==> src/verilog/noc_pkg.sv <==
`default_nettype none

package noc_pkg;

  localparam int ID_X_WIDTH      = 2;
  localparam int ID_Y_WIDTH      = 2;
  localparam int TAG_WIDTH       = 4;
  localparam int ADDR_WIDTH      = 16;
  localparam int DATA_WIDTH      = 32;
  localparam int STRB_WIDTH      = DATA_WIDTH / 8;
  localparam int LEN_WIDTH       = 3;          // beats = len + 1
  localparam int MEM_WORDS       = 256;
  localparam int FLIT_DATA_WIDTH = 64;

  localparam int BYTE_OFFSET       = $clog2(STRB_WIDTH);
  localparam int MEM_ADDR_WIDTH    = $clog2(MEM_WORDS);
  localparam int WORD_ADDR_WIDTH   = ADDR_WIDTH - BYTE_OFFSET + 1;  // spare bit for overflow
  localparam int LOC_WIDTH         = ID_X_WIDTH + ID_Y_WIDTH;
  localparam int HEADER_PAD_WIDTH  =
    FLIT_DATA_WIDTH - (2 + 2 * LOC_WIDTH + TAG_WIDTH + LEN_WIDTH + 2 + ADDR_WIDTH);
  localparam int PAYLOAD_PAD_WIDTH = FLIT_DATA_WIDTH - DATA_WIDTH - STRB_WIDTH;

  typedef struct packed {
    logic [ID_X_WIDTH-1:0] x;
    logic [ID_Y_WIDTH-1:0] y;
  } location_id_t;

  typedef struct packed {
    location_id_t         location_id;
    logic [TAG_WIDTH-1:0] tag;
  } axi_id_t;

  typedef enum logic [1:0] {
    WRITE_REQUEST  = 2'd0,
    WRITE_RESPONSE = 2'd1
  } packet_type_e;

  typedef enum logic [1:0] {
    OKAY   = 2'b00,
    SLVERR = 2'b10
  } resp_status_e;

  // ************************************************************************
  // flit formats
  // ************************************************************************
  typedef struct packed {
    packet_type_e                packet_type;
    location_id_t                destination_id;
    location_id_t                source_id;
    logic [TAG_WIDTH-1:0]        tag;
    logic [LEN_WIDTH-1:0]        burst_length;
    resp_status_e                status;
    logic [ADDR_WIDTH-1:0]       address;
    logic [HEADER_PAD_WIDTH-1:0] reserved;
  } header_t;

  typedef struct packed {
    logic [DATA_WIDTH-1:0]        data;
    logic [STRB_WIDTH-1:0]        byte_enable;
    logic [PAYLOAD_PAD_WIDTH-1:0] reserved;
  } payload_t;

  typedef struct packed {
    logic                       head;
    logic                       tail;
    logic [FLIT_DATA_WIDTH-1:0] body;  // header_t or payload_t
  } flit_t;

  // ************************************************************************
  // write bus
  // ************************************************************************
  typedef struct packed {
    axi_id_t               id;
    logic [ADDR_WIDTH-1:0] addr;
    logic [LEN_WIDTH-1:0]  len;
  } aw_t;

  typedef struct packed {
    logic [DATA_WIDTH-1:0] data;
    logic [STRB_WIDTH-1:0] strb;
    logic                  last;
  } w_t;

  typedef struct packed {
    axi_id_t      id;
    resp_status_e resp;
  } b_t;

endpackage

`default_nettype wire

==> src/verilog/write_arbiter.sv <==
`timescale 1ns/1ps
`default_nettype none

module write_arbiter (
  input  logic         clk,
  input  logic         rst_n,
  input  logic [1:0]   aw_valid,
  output logic [1:0]   aw_ready,
  input  noc_pkg::aw_t aw [2],
  input  logic [1:0]   w_valid,
  output logic [1:0]   w_ready,
  input  noc_pkg::w_t  w [2],
  output logic [1:0]   b_valid,
  input  logic [1:0]   b_ready,
  output noc_pkg::b_t  b [2],
  output logic         m_aw_valid,
  input  logic         m_aw_ready,
  output noc_pkg::aw_t m_aw,
  output logic         m_w_valid,
  input  logic         m_w_ready,
  output noc_pkg::w_t  m_w,
  input  logic         m_b_valid,
  output logic         m_b_ready,
  input  noc_pkg::b_t  m_b
);

  logic grant_valid;
  logic grant_idx;
  logic prio;     // preferred port for the next grant
  logic aw_done;
  logic w_done;
  logic sel;
  logic cur;

  assign sel = aw_valid[prio] ? prio : !prio;
  assign cur = grant_valid ? grant_idx : sel;  // locked once granted

  assign m_aw_valid = aw_valid[cur] && !aw_done;
  assign m_aw       = aw[cur];
  assign m_w_valid  = grant_valid && !w_done && w_valid[grant_idx];
  assign m_w        = w[grant_idx];
  assign m_b_ready  = grant_valid && b_ready[grant_idx];

  always_comb begin
    for (int i = 0; i < 2; i++) begin
      aw_ready[i] = m_aw_ready && !aw_done && (cur == i[0]);
      w_ready[i]  = m_w_ready && grant_valid && !w_done && (grant_idx == i[0]);
      b_valid[i]  = m_b_valid && grant_valid && (grant_idx == i[0]);
      b[i]        = m_b;
    end
  end

  always_ff @(posedge clk or negedge rst_n) begin
    if (!rst_n) begin
      grant_valid <= 1'b0;
      grant_idx   <= 1'b0;
      prio        <= 1'b0;
      aw_done     <= 1'b0;
      w_done      <= 1'b0;
    end else begin
      if (!grant_valid && m_aw_valid) begin
        grant_valid <= 1'b1;
        grant_idx   <= cur;
        prio        <= !cur;  // move past the winner
      end
      if (m_aw_valid && m_aw_ready) begin
        aw_done <= 1'b1;
      end
      if (m_w_valid && m_w_ready && m_w.last) begin
        w_done <= 1'b1;
      end
      if (m_b_valid && m_b_ready) begin  // release
        grant_valid <= 1'b0;
        aw_done     <= 1'b0;
        w_done      <= 1'b0;
      end
    end
  end

endmodule

`default_nettype wire

==> config.mk <==
export PLATFORM = sky130hd
export DESIGN_NAME = write_arbiter
export DESIGN_NICKNAME = d
export VERILOG_FILES = /design/src/verilog/noc_pkg.sv /design/src/verilog/write_arbiter.sv
export SDC_FILE = /design/constraint.sdc
export NUM_CORES = 1
export LEC_CHECK = 0
export BUFFER_PORTS_ARGS = -buffer_cell sky130_fd_sc_hd__clkbuf_2
export CAP_MARGIN = 5
export CORE_AREA = 2 2 94 96
export CTS_CLUSTER_DIAMETER = 100
export DETAILED_ROUTE_END_ITERATION = 8
export DIE_AREA = 0 0 96 98
export PLACE_DENSITY = 0.55
export SLEW_MARGIN = 20
export SYNTH_ARGS = -nofsm -noshare
export SYNTH_HDL_FRONTEND = slang
export SYNTH_SLANG_ARGS = --single-unit
export TNS_END_PERCENT = 10
==> constraint.sdc <==
create_clock -name clk -period 2.2 [get_ports clk]
set_input_delay 0.44 -clock clk [delete_from_list [all_inputs] [get_ports clk]]
set_output_delay 0.44 -clock clk [all_outputs]
set_load 0.01 [all_outputs]
# After elaboration in Yosys (flattened, before gate mapping)
# Index checks and enable logic that the tools add are counted.
word_totals:
  word_cells: 63
  input_bits: 149
  register_bits: 5
  output_inout_bits: 93
classes:
  n_mux: 22
  n_reduce_logical: 27
  order_cmp: 5
  n_bitwise: 4
ops:
  columns: ["operator", "n"]
  rows:
  - ["$mux W37", 3]
  - ["$mux W27", 3]
  - ["$logic_and A1 B1 Y1", 19]
  - ["$mux W1", 16]
  - ["$lt A1 B2 Y1 const B", 3]
  - ["$reduce_bool A2 Y1", 3]
  - ["$logic_not A1 Y1", 5]
  - ["$ge A2 B2 Y1 const B", 2]
  - ["$not A1 Y2", 2]
  - ["$not A1 Y1", 2]

# Depth between registers and ports, before layout
depth:
  ltp_word: 10
  mapped_depth: 6
  ltp_nobuf: 3

# Worst setup path after synthesis
# Ideal clock, no wire load.
synth_path:
  path_type: "register to output"
  startpoint: "reg prio"
  endpoint: "out m_aw[18] (netlist bit)"
  required_time_ps: 1760
  path_buffers: 2
  stages_incl_launch_ff: 6
  t_arrival_ps: 1398
  path_slack_ps: 362
  path_cell_list: "dfrtp_1 nor2b_2 o31ai_4 buf_6 buf_12 mux2_4"
synth_lines:
  columns: ["item", "line", "source"]
  rows:
  - ["start: declaration", "write_arbiter.sv:29", "logic prio;"]
  - ["start signal: assignment", "write_arbiter.sv:64", "prio <= !cur;"]
  - ["end: declaration", "write_arbiter.sv:18", "output noc_pkg::aw_t m_aw,"]

==> parameters.txt <==
Parameter                              Value

Drt
  Final ANT Viol Nets ... 0
  Final routed wirelength across all metal layers ... 5000 µm
  Vias per std cell ... 3.98
  Number of DRC markers in iteration 0 ... 23
  Iteration count of the initial detailed-routing pass ... 4
  Residual DRC count ... 0
  Overall via count from detail_route ... 1724
  Average wire per cell in the routed design ... 11.6 µm

Setup path
  Highest net fanout along the worst path ... 11
  Critical path startpoint ... prio$_DFFE_PN0P_
  Endpoint of the most critical register-to-register path ... w_done$_DFFE_PN0P_
  Logic depth of the worst register-to-register path ... 4
  Type of element capturing the critical path ... output port
  CP required ... 1.76 ns
  Critical path class ... reg2out
  Critical path data arrival time ... 1.75 ns
  Startpoint type of the worst setup path ... flop
  Worst setup slack for register-to-register paths ... 0.81 ns
  Worst flop-to-flop path startpoint ... grant_idx$_DFFE_PN0P_

Synth
  Synthesized-area fraction occupied by adder cells ... 0%
  Share of synthesized area occupied by flip-flops and latches ... 9.57%
  Ranking of synthesized cells by area ... mux2_2 (49%), buf_4 (12%), dfrtp_1 (9.6%)
  Simple logic cell fraction of the synthesized area ... 7.27%
  Distinct cell type count of the synthesized netlist ... 25
  Area share of the largest cell type after synthesis ... 49.1%
  Summed instance area of the synthesized netlist ... 1310 µm²
  Number of enable-type register cells in the synthesized netlist ... 0
  Multiplexer share of the synthesized area ... 59.0%
  Top FF cell, synth ... dfrtp_1
  Syn Area/Cell ... 9.91 µm²
  Cell count after synthesis ... 132
  Compound-gate portion of the synthesized area ... 6.89%
  Flip-flop and latch count after synthesis ... 5
  Xor/xnor share of the synthesized area ... 0%
  Warnings, synthesis ... 0
  Main combinational cell family by area after synthesis ... multiplexers
  Post-synth top area cell ... mux2_2
  Post-synth net total ... 281
  Asr flop ratio synth ... 100%

Floorplan
  Die width ... 96 µm
  Number of top-level pins ... 242
  Initial cell density of the core ... 15.4%
  Core region area ... 8470 µm²
  Number of core rows ... 34
  Vertical die dimension ... 98 µm
  Die area ... 9410 µm²

GRT
  Remaining Overflow, GRT ... 0
  Pin count of the biggest net entering global routing ... 43
  Vias in the first global route ... 1598
  Global-route total usage across every layer ... 9.60%
  First-pass GRT wire length ... 7140 µm
  Antenna violations before repair ... 0

Timing
  Setup slack after layout ... 0.0122 ns
  Summed negative setup slack over all endpoints ... 0 ns
  Hold Violations, Final ... 0
  Final critical-path share of the clock period ... 99.4%
  Worst relative slew slack ... 73.2%
  Maximum clock frequency ... 457 MHz
  Post-route clock skew ... 0.00253 ns
  Unrepaired setup endpoints after global routing ... true
  Transition time at the pin with the least slew margin ... 0.399 ns
  Final setup viols ... 0
  Fin. max-slew vios ... 0
  Min Tclk post-route ... 2.19 ns

Power and ir drop
  P_leak ... 1.40 nW
  Overall power after layout ... 2.57 mW
  PwrDens ... 1060 nW/µm²
  VDD IR max ... 0.000317 V

Finish
  Commonest cells after routing, fill and taps aside ... clkbuf_2 (211), mux2_2 (51), mux2_4 (14)
  Most common cell after layout, fill and taps aside ... clkbuf_2
  Area grow syn2layout ... 85.1%
  Fillers ... 936
  Final antenna diode count ... 0
  Proportion of layout cells with a drive suffix above 1 ... 89.2%
  Post-layout nets ... 475
  Final non-filler cell total ... 433

Clock network
  Clock tree sinks ... 5
  Clock insertion delay at the later pin of the skew report ... 0.22 ns
  Register clock-pin slew on the reported worst setup and hold paths ... 0.04 ns
  CTS tree ... yes
  Maximum clock insertion buffer count ... 2
  H-Tree Level Count ... 1
  Number of buffers inserted for hold repair after clock tree synthesis ... 0
  CTS Buf Count ... 3
  Root Buffer Master ... clkbuf_8

Placed design
  Placer Congestion ... 0.675
  Number of placed cells counting well taps ... 427
  Buffers on Ports ... 211
  Post-DP HPWL ... 4510 µm
  Pre-CTS WS ... 0.109 ns

Min path
  Worst Hold Class ... in2async

Status
  Outcome ... finished, final reports clean

Job
  Max-cap viol count ... 0
## logic make-up (layout without fill, tap and decap cells)
family,after synthesis,in the layout
buf+inv,31,224
mux,66,66
simple gates,18,18
flops,5,5
compound gates,12,12
## metrics by stage
| stage | utilization (%) | hold slack (ns) | instance area [µm²] |
|---|---|---|---|
| after detailed placement | 27.7 | 0.262 | 2340 |
| after global placement | 27.7 | 0.262 | 2340 |
| after floorplan | - | 0.144 | 1310 |
| final | 28.6 | 0.0258 | 2420 |
| after CTS | 28.8 | 0.0267 | 2440 |
| after global routing | 28.6 | 0.0322 | 2420 |
## registers in the layout (all words and copies together), names as in the netlist
signal       cells
aw_done          1
grant_idx        1
grant_valid      1
prio             1
w_done           1
## layer usage
layer	routed length (µm)	global-route usage (%)	share of wire, %	vias up
met2	2620	17.0	52	96
met4	95	3.85	1.9	0
li1	-	-	-	846
met1	1760	10.1	35	769
met5	0	0	0	-
met3	524	3.40	10	13
## report_power, final
part / switching [mW] / leakage, nW / internal (mW) / total [mW]
combinational: 1.01 / 1.32 / 1.20 / 2.20
clock: 0.0452 / 0.0228 / 0.124 / 0.170
sequential: 0.0516 / 0.0558 / 0.143 / 0.195
## worst max-delay path by stage
| stage | to | slack, ns | depth (start not counted) |
|---|---|---|---|
| 2_1_floorplan | m_aw[18] | 0.36 | 5 |
| 3_3_place_gp | m_aw[17] | 0.11 | 6 |
| 3_5_place_dp | m_aw[15] | 0.11 | 6 |
| 4_1_cts | m_aw[14] | -0.03 | 6 |
| 5_1_grt | m_aw[1] | -0.05 | 5 |
| 6_report | m_aw[15] | 0.01 | 5 |
## timing repair
| action | 4_1_cts | 5_1_grt |
|---|---|---|
| endpoints found under the setup margin | 25 | 21 |
| pin swaps | 1 | 1 |
| gates resized for setup | 2 | 8 |
| gates cloned | 1 | 0 |
| buffers inserted | 3 | 0 |
## critical path: stages, from the launching register on
cell,delay [ns]
dfrtp_1,0.38
nor2b_2,0.17
o31ai_4,0.28
buf_6,0.21
mux2_2,0.36
clkbuf_2,0.13
## synth_stat cells (all sizes together), types with 2 or more instances
library cell	n
a21oi	4
nand2b	2
mux2	65
dfrtp	5
buf	28
nor3b	2
nor2	8
nand2	2
a31oi	2
inv	3
## final cells by class
cell class / count / area (µm²) / area share, %
timing repair buffer: 217 / 1120 / 46.3
multi-input combinational: 96 / 980 / 40.5
tap: 108 / 135 / 5.58
sequential: 5 / 128 / 5.27
clock buffer: 4 / 45.0 / 1.86
inverter: 3 / 11.3 / 0.465
(Power assumes the default switching activity.)
