**src/verilog/noc_pkg.sv**
```systemverilog
`default_nettype none

package noc_pkg;

  localparam int ID_X_WIDTH      = 2;
  localparam int ID_Y_WIDTH      = 2;
  localparam int TAG_WIDTH       = 4;
  localparam int ADDR_WIDTH      = 16;
  localparam int DATA_WIDTH      = 32;
  localparam int STRB_WIDTH      = DATA_WIDTH / 8;
  localparam int LEN_WIDTH       = 3;          // beats = len + 1
  localparam int MEM_WORDS       = 256;
  localparam int FLIT_DATA_WIDTH = 64;

  localparam int BYTE_OFFSET       = $clog2(STRB_WIDTH);
  localparam int MEM_ADDR_WIDTH    = $clog2(MEM_WORDS);
  localparam int WORD_ADDR_WIDTH   = ADDR_WIDTH - BYTE_OFFSET + 1;  // spare bit for overflow
  localparam int LOC_WIDTH         = ID_X_WIDTH + ID_Y_WIDTH;
  localparam int HEADER_PAD_WIDTH  =
    FLIT_DATA_WIDTH - (2 + 2 * LOC_WIDTH + TAG_WIDTH + LEN_WIDTH + 2 + ADDR_WIDTH);
  localparam int PAYLOAD_PAD_WIDTH = FLIT_DATA_WIDTH - DATA_WIDTH - STRB_WIDTH;

  typedef struct packed {
    logic [ID_X_WIDTH-1:0] x;
    logic [ID_Y_WIDTH-1:0] y;
  } location_id_t;

  typedef struct packed {
    location_id_t         location_id;
    logic [TAG_WIDTH-1:0] tag;
  } axi_id_t;

  typedef enum logic [1:0] {
    WRITE_REQUEST  = 2'd0,
    WRITE_RESPONSE = 2'd1
  } packet_type_e;

  typedef enum logic [1:0] {
    OKAY   = 2'b00,
    SLVERR = 2'b10
  } resp_status_e;

  // ************************************************************************
  // flit formats
  // ************************************************************************
  typedef struct packed {
    packet_type_e                packet_type;
    location_id_t                destination_id;
    location_id_t                source_id;
    logic [TAG_WIDTH-1:0]        tag;
    logic [LEN_WIDTH-1:0]        burst_length;
    resp_status_e                status;
    logic [ADDR_WIDTH-1:0]       address;
    logic [HEADER_PAD_WIDTH-1:0] reserved;
  } header_t;

  typedef struct packed {
    logic [DATA_WIDTH-1:0]        data;
    logic [STRB_WIDTH-1:0]        byte_enable;
    logic [PAYLOAD_PAD_WIDTH-1:0] reserved;
  } payload_t;

  typedef struct packed {
    logic                       head;
    logic                       tail;
    logic [FLIT_DATA_WIDTH-1:0] body;  // header_t or payload_t
  } flit_t;

  // ************************************************************************
  // write bus
  // ************************************************************************
  typedef struct packed {
    axi_id_t               id;
    logic [ADDR_WIDTH-1:0] addr;
    logic [LEN_WIDTH-1:0]  len;
  } aw_t;

  typedef struct packed {
    logic [DATA_WIDTH-1:0] data;
    logic [STRB_WIDTH-1:0] strb;
    logic                  last;
  } w_t;

  typedef struct packed {
    axi_id_t      id;
    resp_status_e resp;
  } b_t;

endpackage

`default_nettype wire

```
**src/verilog/packet_unpacker.sv**
```systemverilog
`timescale 1ns/1ps
`default_nettype none

module packet_unpacker (
  input  logic           clk,
  input  logic           rst_n,
  input  logic           flit_in_valid,
  output logic           flit_in_ready,
  input  noc_pkg::flit_t flit_in,
  output logic           aw_valid,
  input  logic           aw_ready,
  output noc_pkg::aw_t   aw,
  output logic           w_valid,
  input  logic           w_ready,
  output noc_pkg::w_t    w
);

  typedef enum logic {
    ST_HEADER,
    ST_PAYLOAD
  } state_e;

  state_e                        state;
  logic [noc_pkg::LEN_WIDTH-1:0] beat_cnt;
  noc_pkg::header_t              header;
  noc_pkg::payload_t             payload;
  logic                          w_free;
  logic                          last_beat;
  logic                          aw_load;
  logic                          w_load;

  assign header    = noc_pkg::header_t'(flit_in.body);
  assign payload   = noc_pkg::payload_t'(flit_in.body);
  assign w_free    = !w_valid || w_ready;
  assign last_beat = (beat_cnt == aw.len) || flit_in.tail || flit_in.head;  // early end

  always_comb begin
    if (state == ST_HEADER) begin
      flit_in_ready = !flit_in.head || !aw_valid || aw_ready;  // stray payload is dropped
    end else begin
      flit_in_ready = w_free && !flit_in.head;  // a new head closes the burst first
    end
  end

  assign aw_load = (state == ST_HEADER) && flit_in_valid && flit_in_ready && flit_in.head;
  assign w_load  = (state == ST_PAYLOAD) && flit_in_valid && w_free;

  always_ff @(posedge clk or negedge rst_n) begin
    if (!rst_n) begin
      state    <= ST_HEADER;
      beat_cnt <= '0;
      aw_valid <= 1'b0;
      w_valid  <= 1'b0;
    end else begin
      if (aw_valid && aw_ready) begin
        aw_valid <= 1'b0;
      end
      if (w_valid && w_ready) begin
        w_valid <= 1'b0;
      end
      if (aw_load && !flit_in.tail) begin  // head with tail carries no data
        aw_valid <= 1'b1;
        beat_cnt <= '0;
        state    <= ST_PAYLOAD;
      end
      if (w_load) begin
        w_valid  <= 1'b1;
        beat_cnt <= beat_cnt + 1'b1;
        if (last_beat) begin
          state <= ST_HEADER;
        end
      end
    end
  end

  always_ff @(posedge clk) begin
    if (aw_load) begin
      aw.id.location_id <= header.source_id;
      aw.id.tag         <= header.tag;
      aw.addr           <= header.address;
      aw.len            <= header.burst_length;
    end
    if (w_load) begin
      w.data <= flit_in.head ? '0 : payload.data;
      w.strb <= flit_in.head ? '0 : payload.byte_enable;  // filler beat writes nothing
      w.last <= last_beat;
    end
  end

endmodule

`default_nettype wire

```
**src/verilog/packet_packer.sv**
```systemverilog
`timescale 1ns/1ps
`default_nettype none

module packet_packer (
  input  logic                           clk,
  input  logic                           rst_n,
  input  logic [noc_pkg::ID_X_WIDTH-1:0] id_x,
  input  logic [noc_pkg::ID_Y_WIDTH-1:0] id_y,
  input  logic                           b_valid,
  output logic                           b_ready,
  input  noc_pkg::b_t                    b,
  output logic                           flit_out_valid,
  input  logic                           flit_out_ready,
  output noc_pkg::flit_t                 flit_out
);

  noc_pkg::header_t header;
  logic             b_fire;

  always_comb begin
    header                = '0;
    header.packet_type    = noc_pkg::WRITE_RESPONSE;
    header.destination_id = b.id.location_id;  // back to requester
    header.source_id.x    = id_x;
    header.source_id.y    = id_y;
    header.tag            = b.id.tag;
    header.status         = b.resp;
  end

  assign b_ready = !flit_out_valid;  // one-entry output register
  assign b_fire  = b_valid && b_ready;

  always_ff @(posedge clk or negedge rst_n) begin
    if (!rst_n) begin
      flit_out_valid <= 1'b0;
    end else if (b_fire) begin
      flit_out_valid <= 1'b1;
    end else if (flit_out_ready) begin
      flit_out_valid <= 1'b0;
    end
  end

  always_ff @(posedge clk) begin
    if (b_fire) begin
      flit_out.head <= 1'b1;
      flit_out.tail <= 1'b1;  // single-flit packet
      flit_out.body <= header;
    end
  end

endmodule

`default_nettype wire

```
**src/verilog/axi_write_adapter.sv**
```systemverilog
`timescale 1ns/1ps
`default_nettype none

module axi_write_adapter (
  input  logic                           clk,
  input  logic                           rst_n,
  input  logic [noc_pkg::ID_X_WIDTH-1:0] id_x,
  input  logic [noc_pkg::ID_Y_WIDTH-1:0] id_y,
  input  logic                           flit_in_valid,
  output logic                           flit_in_ready,
  input  noc_pkg::flit_t                 flit_in,
  output logic                           flit_out_valid,
  input  logic                           flit_out_ready,
  output noc_pkg::flit_t                 flit_out,
  output logic                           aw_valid,
  input  logic                           aw_ready,
  output noc_pkg::aw_t                   aw,
  output logic                           w_valid,
  input  logic                           w_ready,
  output noc_pkg::w_t                    w,
  input  logic                           b_valid,
  output logic                           b_ready,
  input  noc_pkg::b_t                    b
);

  // ************************************************************************
  // request path, flits to write address and data
  // ************************************************************************
  packet_unpacker u_packet_unpacker (
    .clk           (clk),
    .rst_n         (rst_n),
    .flit_in_valid (flit_in_valid),
    .flit_in_ready (flit_in_ready),
    .flit_in       (flit_in),
    .aw_valid      (aw_valid),
    .aw_ready      (aw_ready),
    .aw            (aw),
    .w_valid       (w_valid),
    .w_ready       (w_ready),
    .w             (w)
  );

  // ************************************************************************
  // response path, write response to one flit
  // ************************************************************************
  packet_packer u_packet_packer (
    .clk            (clk),
    .rst_n          (rst_n),
    .id_x           (id_x),
    .id_y           (id_y),
    .b_valid        (b_valid),
    .b_ready        (b_ready),
    .b              (b),
    .flit_out_valid (flit_out_valid),
    .flit_out_ready (flit_out_ready),
    .flit_out       (flit_out)
  );

endmodule

`default_nettype wire

```
**config.mk**
```make
export PLATFORM = sky130hd
export DESIGN_NAME = axi_write_adapter
export DESIGN_NICKNAME = d
export VERILOG_FILES = /design/src/verilog/noc_pkg.sv /design/src/verilog/packet_unpacker.sv /design/src/verilog/packet_packer.sv /design/src/verilog/axi_write_adapter.sv
export SDC_FILE = /design/constraint.sdc
export NUM_CORES = 1
export LEC_CHECK = 0
export ABC_CLOCK_PERIOD_IN_PS = 5460
export BUFFER_PORTS_ARGS = -buffer_cell sky130_fd_sc_hd__clkbuf_2
export CORE_MARGIN = 1
export CORE_UTILIZATION = 35
export DETAILED_ROUTE_END_ITERATION = 6
export PLACE_DENSITY_LB_ADDON = 0.1
export SYNTH_ARGS = -nofsm -noshare
export SYNTH_HDL_FRONTEND = slang
export SYNTH_SLANG_ARGS = --single-unit
```
**constraint.sdc**
```tcl
create_clock -name clk -period 5.46 [get_ports clk]
set_input_delay 1.638 -clock clk [delete_from_list [all_inputs] [get_ports clk]]
set_output_delay 1.638 -clock clk [all_outputs]
set_load 0.005 [all_outputs]
```
# Word-level counts from Yosys, hierarchy flattened
# Index checks and enable logic that the tools add are counted.
[totals] regBits=85 inputBits=87 elab_cells=53
[classes] n_addsub=1 eq_ne=1 mux=12 bitwise_logic=1 n_reduce_logical=24
[op_table] operator="logical AND 1 bit" n=10
[op_table] operator="two-way mux 1 bit" n=10
[op_table] operator="nonzero test 2 bit" n=4
[op_table] operator="two-way mux 3 bit" n=2
[op_table] operator="zero test 1 bit" n=5
[op_table] operator="logical OR 1 bit" n=5
[op_table] operator="adder 3 x 1 -> 3 bit, second input constant" n=1
[op_table] operator="== test 3 bit" n=1
[op_table] operator="inverter 1 bit" n=1

# Depth between registers and ports, before layout
[logic_depth] depth_word=10 mapped_depth=4 depth_no_buf=4

# Modules after synthesis
# Synthesis repeated with hierarchy kept, for this count alone.
[unflattened] hier_cells=208 hier_area_um2=3353.2
[modules_own_cells] module="packet_unpacker" instances=1 cells_per_inst=136 area_per_inst_um2=2489.9 seq_area_each_um2=2072.0
[modules_own_cells] module="packet_packer" instances=1 cells_per_inst=72 area_per_inst_um2=863.3 seq_area_each_um2=445.4

# Least setup slack after synthesis
# OpenSTA, ideal clock, no wires.
[synth_path] path_type="input-to-reg" start="in aw_ready" end="reg, netlist name u_packet_unpacker.aw[0]" setup_ps=445 arrival_ps=3613 slack_ps=1402 path_stages=2 n_path_buf=0 path_cell_list="nor2b_1 -> nor3_1"
[synth_via] elab_chain_len=4
[synth_lines] element="start: declaration" line="axi_write_adapter.sv:16" rtl="input logic aw_ready,"
[synth_lines] element="logical OR 1 bit" line="packet_unpacker.sv:39" rtl="flit_in_ready = !flit_in.head || !aw_valid || aw_ready;"
[synth_lines] element="two-way mux 1 bit" line="packet_unpacker.sv:38" rtl="if (state == ST_HEADER) begin"
[synth_lines] element="logical AND 1 bit (2 in series)" line="packet_unpacker.sv:45" rtl="assign aw_load = (state == ST_HEADER) && flit_in_valid && flit_in_ready && flit_in.head;"
[synth_lines] element="via u_packet_unpacker.aw_load" line="packet_unpacker.sv:29" rtl="logic aw_load;"
# The timed path passes the listed nets, and every way through them passes these cells.
# A chain may end at the register's enable or synchronous reset.

# Worst setup path in the final report
[layout_path] start="in w_ready" end="out flit_in_ready"
[layout_via] elab_chain_len=3
[layout_lines] element="start: declaration" line="axi_write_adapter.sv:19" rtl="input logic w_ready,"
[layout_lines] element="logical OR 1 bit" line="packet_unpacker.sv:34" rtl="assign w_free = !w_valid || w_ready;"
[layout_lines] element="logical AND 1 bit" line="packet_unpacker.sv:41" rtl="flit_in_ready = w_free && !flit_in.head;"
[layout_lines] element="two-way mux 1 bit" line="packet_unpacker.sv:38"
[layout_lines] element="end: declaration" line="axi_write_adapter.sv:10" rtl="output logic flit_in_ready,"
# No other way between the ends.

==> metrics.md <==
| Metric | Value |
|---|---|
| Most used cell, CP | `clkbuf_2` |
| Crit share post-route | `0.770` |
| Routed WL | `6350 um` |
| DRT antenna net count | `0` |
| Multi-input logic area | `623 um^2` |
| Synth area leaders | `edfxtp_1 (70%), buf_4 (12%), nor2b_1 (7.3%)` |
| 1st-iter DRT viols | `22` |
| Fill cell count | `900` |
| Synthesized flop and latch total | `85` |
| Clk_lat worst skew | `0.34 ns` |
| Synth cell count leaders | `edfxtp_1 (78), buf_4 (52), nor2b_1 (39)` |
| PortBufs | `141` |
| FF+latch area | `0.00252 mm^2` |
| Clock transition at the registers of the reported paths | `0.07 ns` |
| Most frequent cell after synthesis | `edfxtp_1` |
| Num ports | `222` |
| Clock sink count | `85` |
| Int Pwr | `1.22 mW` |
| Slew margin rel. | `0.206` |
| Die Footprint | `0.00998 mm^2` |
| Reg power frac | `0.534` |
| Worst setup SP type | `input pin` |
| Final setup margin | `1.26 ns` |
| DR pass1 iterations | `4` |
| Leak pwr | `1.85 nW` |
| Yosys warning count | `0` |
| Vias in the first global route | `1,760` |
| Crit. End Element | `output pin` |
| Via-to-Cell Ratio | `4.04` |
| Largest net degree at the start of global routing | `40` |
| Final slew viol count | `0` |
| Sequential fraction of the synthesis area | `0.750` |
| Worst path required time | `3.82 ns` |
| Cell chain of the critical path | `clkbuf_2 > nor2b_1 > o21a_1 > a21oi_1 > clkbuf_2` |
| GP Congestion | `0.667` |
| Overflow after GRT | `0` |
| WL per Instance | `13.0 um` |
| Global route hottest layer | `met2` |
| GR met2 Demand/Resource | `0.198` |
| Share of cells above drive strength 1 | `0.447` |
| # Post-CTS Setup Buffers | `0` |
| H-tree Lvls | `3` |
| WP data arrival | `2.56 ns` |
| TritonCTS clock tree | `built` |
| Slowest cell delay on critical path | `0.46 ns` |
| Pwr dens | `375 mW/mm^2` |
| FMAX | `238 MHz` |
| Core area | `0.00928 mm^2` |
| Die Span X | `99.9 um` |
| Met1 Use GR | `0.147` |
| # DRC | `0` |
| Sw frac | `0.239` |
| Worst Tran Pin Value | `1.19 ns` |
| HP Class | `reg2reg` |
| Total Power | `1.60 mW` |
| Setup TNS | `0 ns` |
| Clock power frac | `0.321` |
| Distinct cells, synth | `30` |
| Mean area per synthesized cell | `16.1 um^2` |
| DP Wirelength | `4440 um` |
| Hold-fix buffers, CTS | `0` |
| Max Cap Viol | `0` |
| First-pass GRT wire length | `9190 um` |
| Final hold vios | `0` |
| Min cycle time layout | `4.20 ns` |
| CTS max path bufs | `2` |
| Top cell type's share of synthesized area | `0.698` |
| PostCTS Resize Cnt | `0` |
| Num rows | `35` |
| Comb pwr share | `0.145` |
| Maximum fanout along the worst path | `8` |
| Root buffer cell | `clkbuf_8` |
| Critical path class | `in2out` |
| Skew final | `0.0128 ns` |
| CP max-delay cell | `nor2b_1` |
| Sw power | `0.382 mW` |
| M3 GR Usage | `0.0515` |
| Largest area contributor in the netlist | `edfxtp_1` |
| Gate Count Post-Synth | `208` |
| Status | `finished clean` |
| Synth async-reset ratio | `0.0824` |
| Post-place setup slack | `1.26 ns` |
| Initial antenna violation count | `1` |
| Final setup fails | `0` |
| Prevailing post-synth register cell | `edfxtp_1` |
| Total clock buffers created by CTS | `9` |
| Max VDD drop | `134 uV` |
| Final #Nets | `445` |
| Post-synth EDFFs | `78` |
| Initial Utilization | `0.361` |
| Die H | `99.9 um` |
| Synthesized area | `0.00335 mm^2` |
| RSZ-0062 raised after global routing | `false` |
| Area Growth Syn to Fin | `27.2%` |
| Tot GR Track Use | `0.126` |
| Routed via count | `1,982` |
## registers in the layout (all words and copies together), names as in the netlist
signal	flops
u_packet_unpacker.aw_valid	1
u_packet_unpacker.aw	27
u_packet_unpacker.w	37
u_packet_unpacker.beat_cnt	3
u_packet_packer.flit_out_valid	1
u_packet_packer.flit_out	14
u_packet_unpacker.state	1
u_packet_unpacker.w_valid	1
## final cells by class
class,count,area share
Multi-Input combinational cell,115,0.146
Timing Repair Buffer,144,0.171
Inverter,2,0.00176
Clock buffer,10,0.0299
Tap cell,129,0.0378
Antenna cell,1,0.000587
Sequential cell,85,0.590
Clock inverter,4,0.0232
## cell usage in the layout, fill, tap and decap left out, types with 2 or more instances in the layout
cell	netlist	final
o21ai_0	2	2
xnor2_1	3	3
a21oi_1	2	2
clkbuf_2	0	141
nor2b_1	39	39
dfrtp_1	7	7
conb_1	2	52
clkbuf_8	0	9
bufinv_16	0	3
edfxtp_1	78	78
buf_4	52	3
## power groups by stage
stage / Sequential, mW / Clock [mW] / Combinational [mW]
6_report: 0.853 / 0.514 / 0.232
5_1_grt: 0.863 / 0.556 / 0.261
4_1_cts: 0.855 / 0.532 / 0.240
3_5_place_dp: 0.869 / 0 / 0.239
3_3_place_gp: 0.867 / 0 / 0.238
2_1_floorplan: 0.879 / 0 / 0.120
## metal layers
layer / part of all wire / routed length, um
met5: 0 / 0
met4: 0.016 / 104
met3: 0.099 / 631
met2: 0.48 / 3050
met1: 0.40 / 2560
## worst paths after layout
path	slack [ns]	to	from	depth (start not counted)
max in group asynchronous	4.15	u_packet_unpacker.beat_cnt[0]$_DFFE_PN0P_	rst_n	1
min	0.57	u_packet_packer.flit_out_valid$_DFFE_PN0P_	u_packet_packer.flit_out_valid$_DFFE_PN0P_	2
min reg2reg	0.57	u_packet_packer.flit_out_valid$_DFFE_PN0P_	u_packet_packer.flit_out_valid$_DFFE_PN0P_	2
min in group asynchronous	1.13	u_packet_unpacker.beat_cnt[1]$_DFFE_PN0P_	rst_n	1
max reg2reg	3.59	u_packet_unpacker.w[14]$_SDFFCE_PP0P_	u_packet_unpacker.w_valid$_DFFE_PN0P_	3
max	1.26	flit_in_ready	w_ready	5
## critical path, delay by kind of cell
kind,cells,cell delay (ns)
AO/OA/AOI/OAI,2,0.23
AND/OR/NAND/NOR,1,0.46
buffers and inverters,2,0.22
## through the flow
step           cell area (um^2)  utilization  hold slack (ns)  std cells
2_1_floorplan              3540            -            0.536        258
3_3_place_gp               4040        0.435            0.553        475
3_5_place_dp               4040        0.435            0.561        475
4_1_cts                    4260        0.459            0.572        489
5_1_grt                    4260        0.459            0.610        489
6_report                   4270        0.460            0.568        490
## kinds of logic (layout without fill, tap and decap cells)
group                      count (synthesis)  count (layout)  share of synthesized area
other                                      2              53                    0.00224
buffers and inverters                     58             160                      0.123
adders and majority gates                  1               1                    0.00373
AOI/OAI and AO/OA                         11              11                     0.0224
xor gates and xnor gates                   3               3                    0.00783
and+or+nand+nor                           48              48                     0.0899
DFF                                       85              85                      0.750
Power figures use the tool's default switching activity.
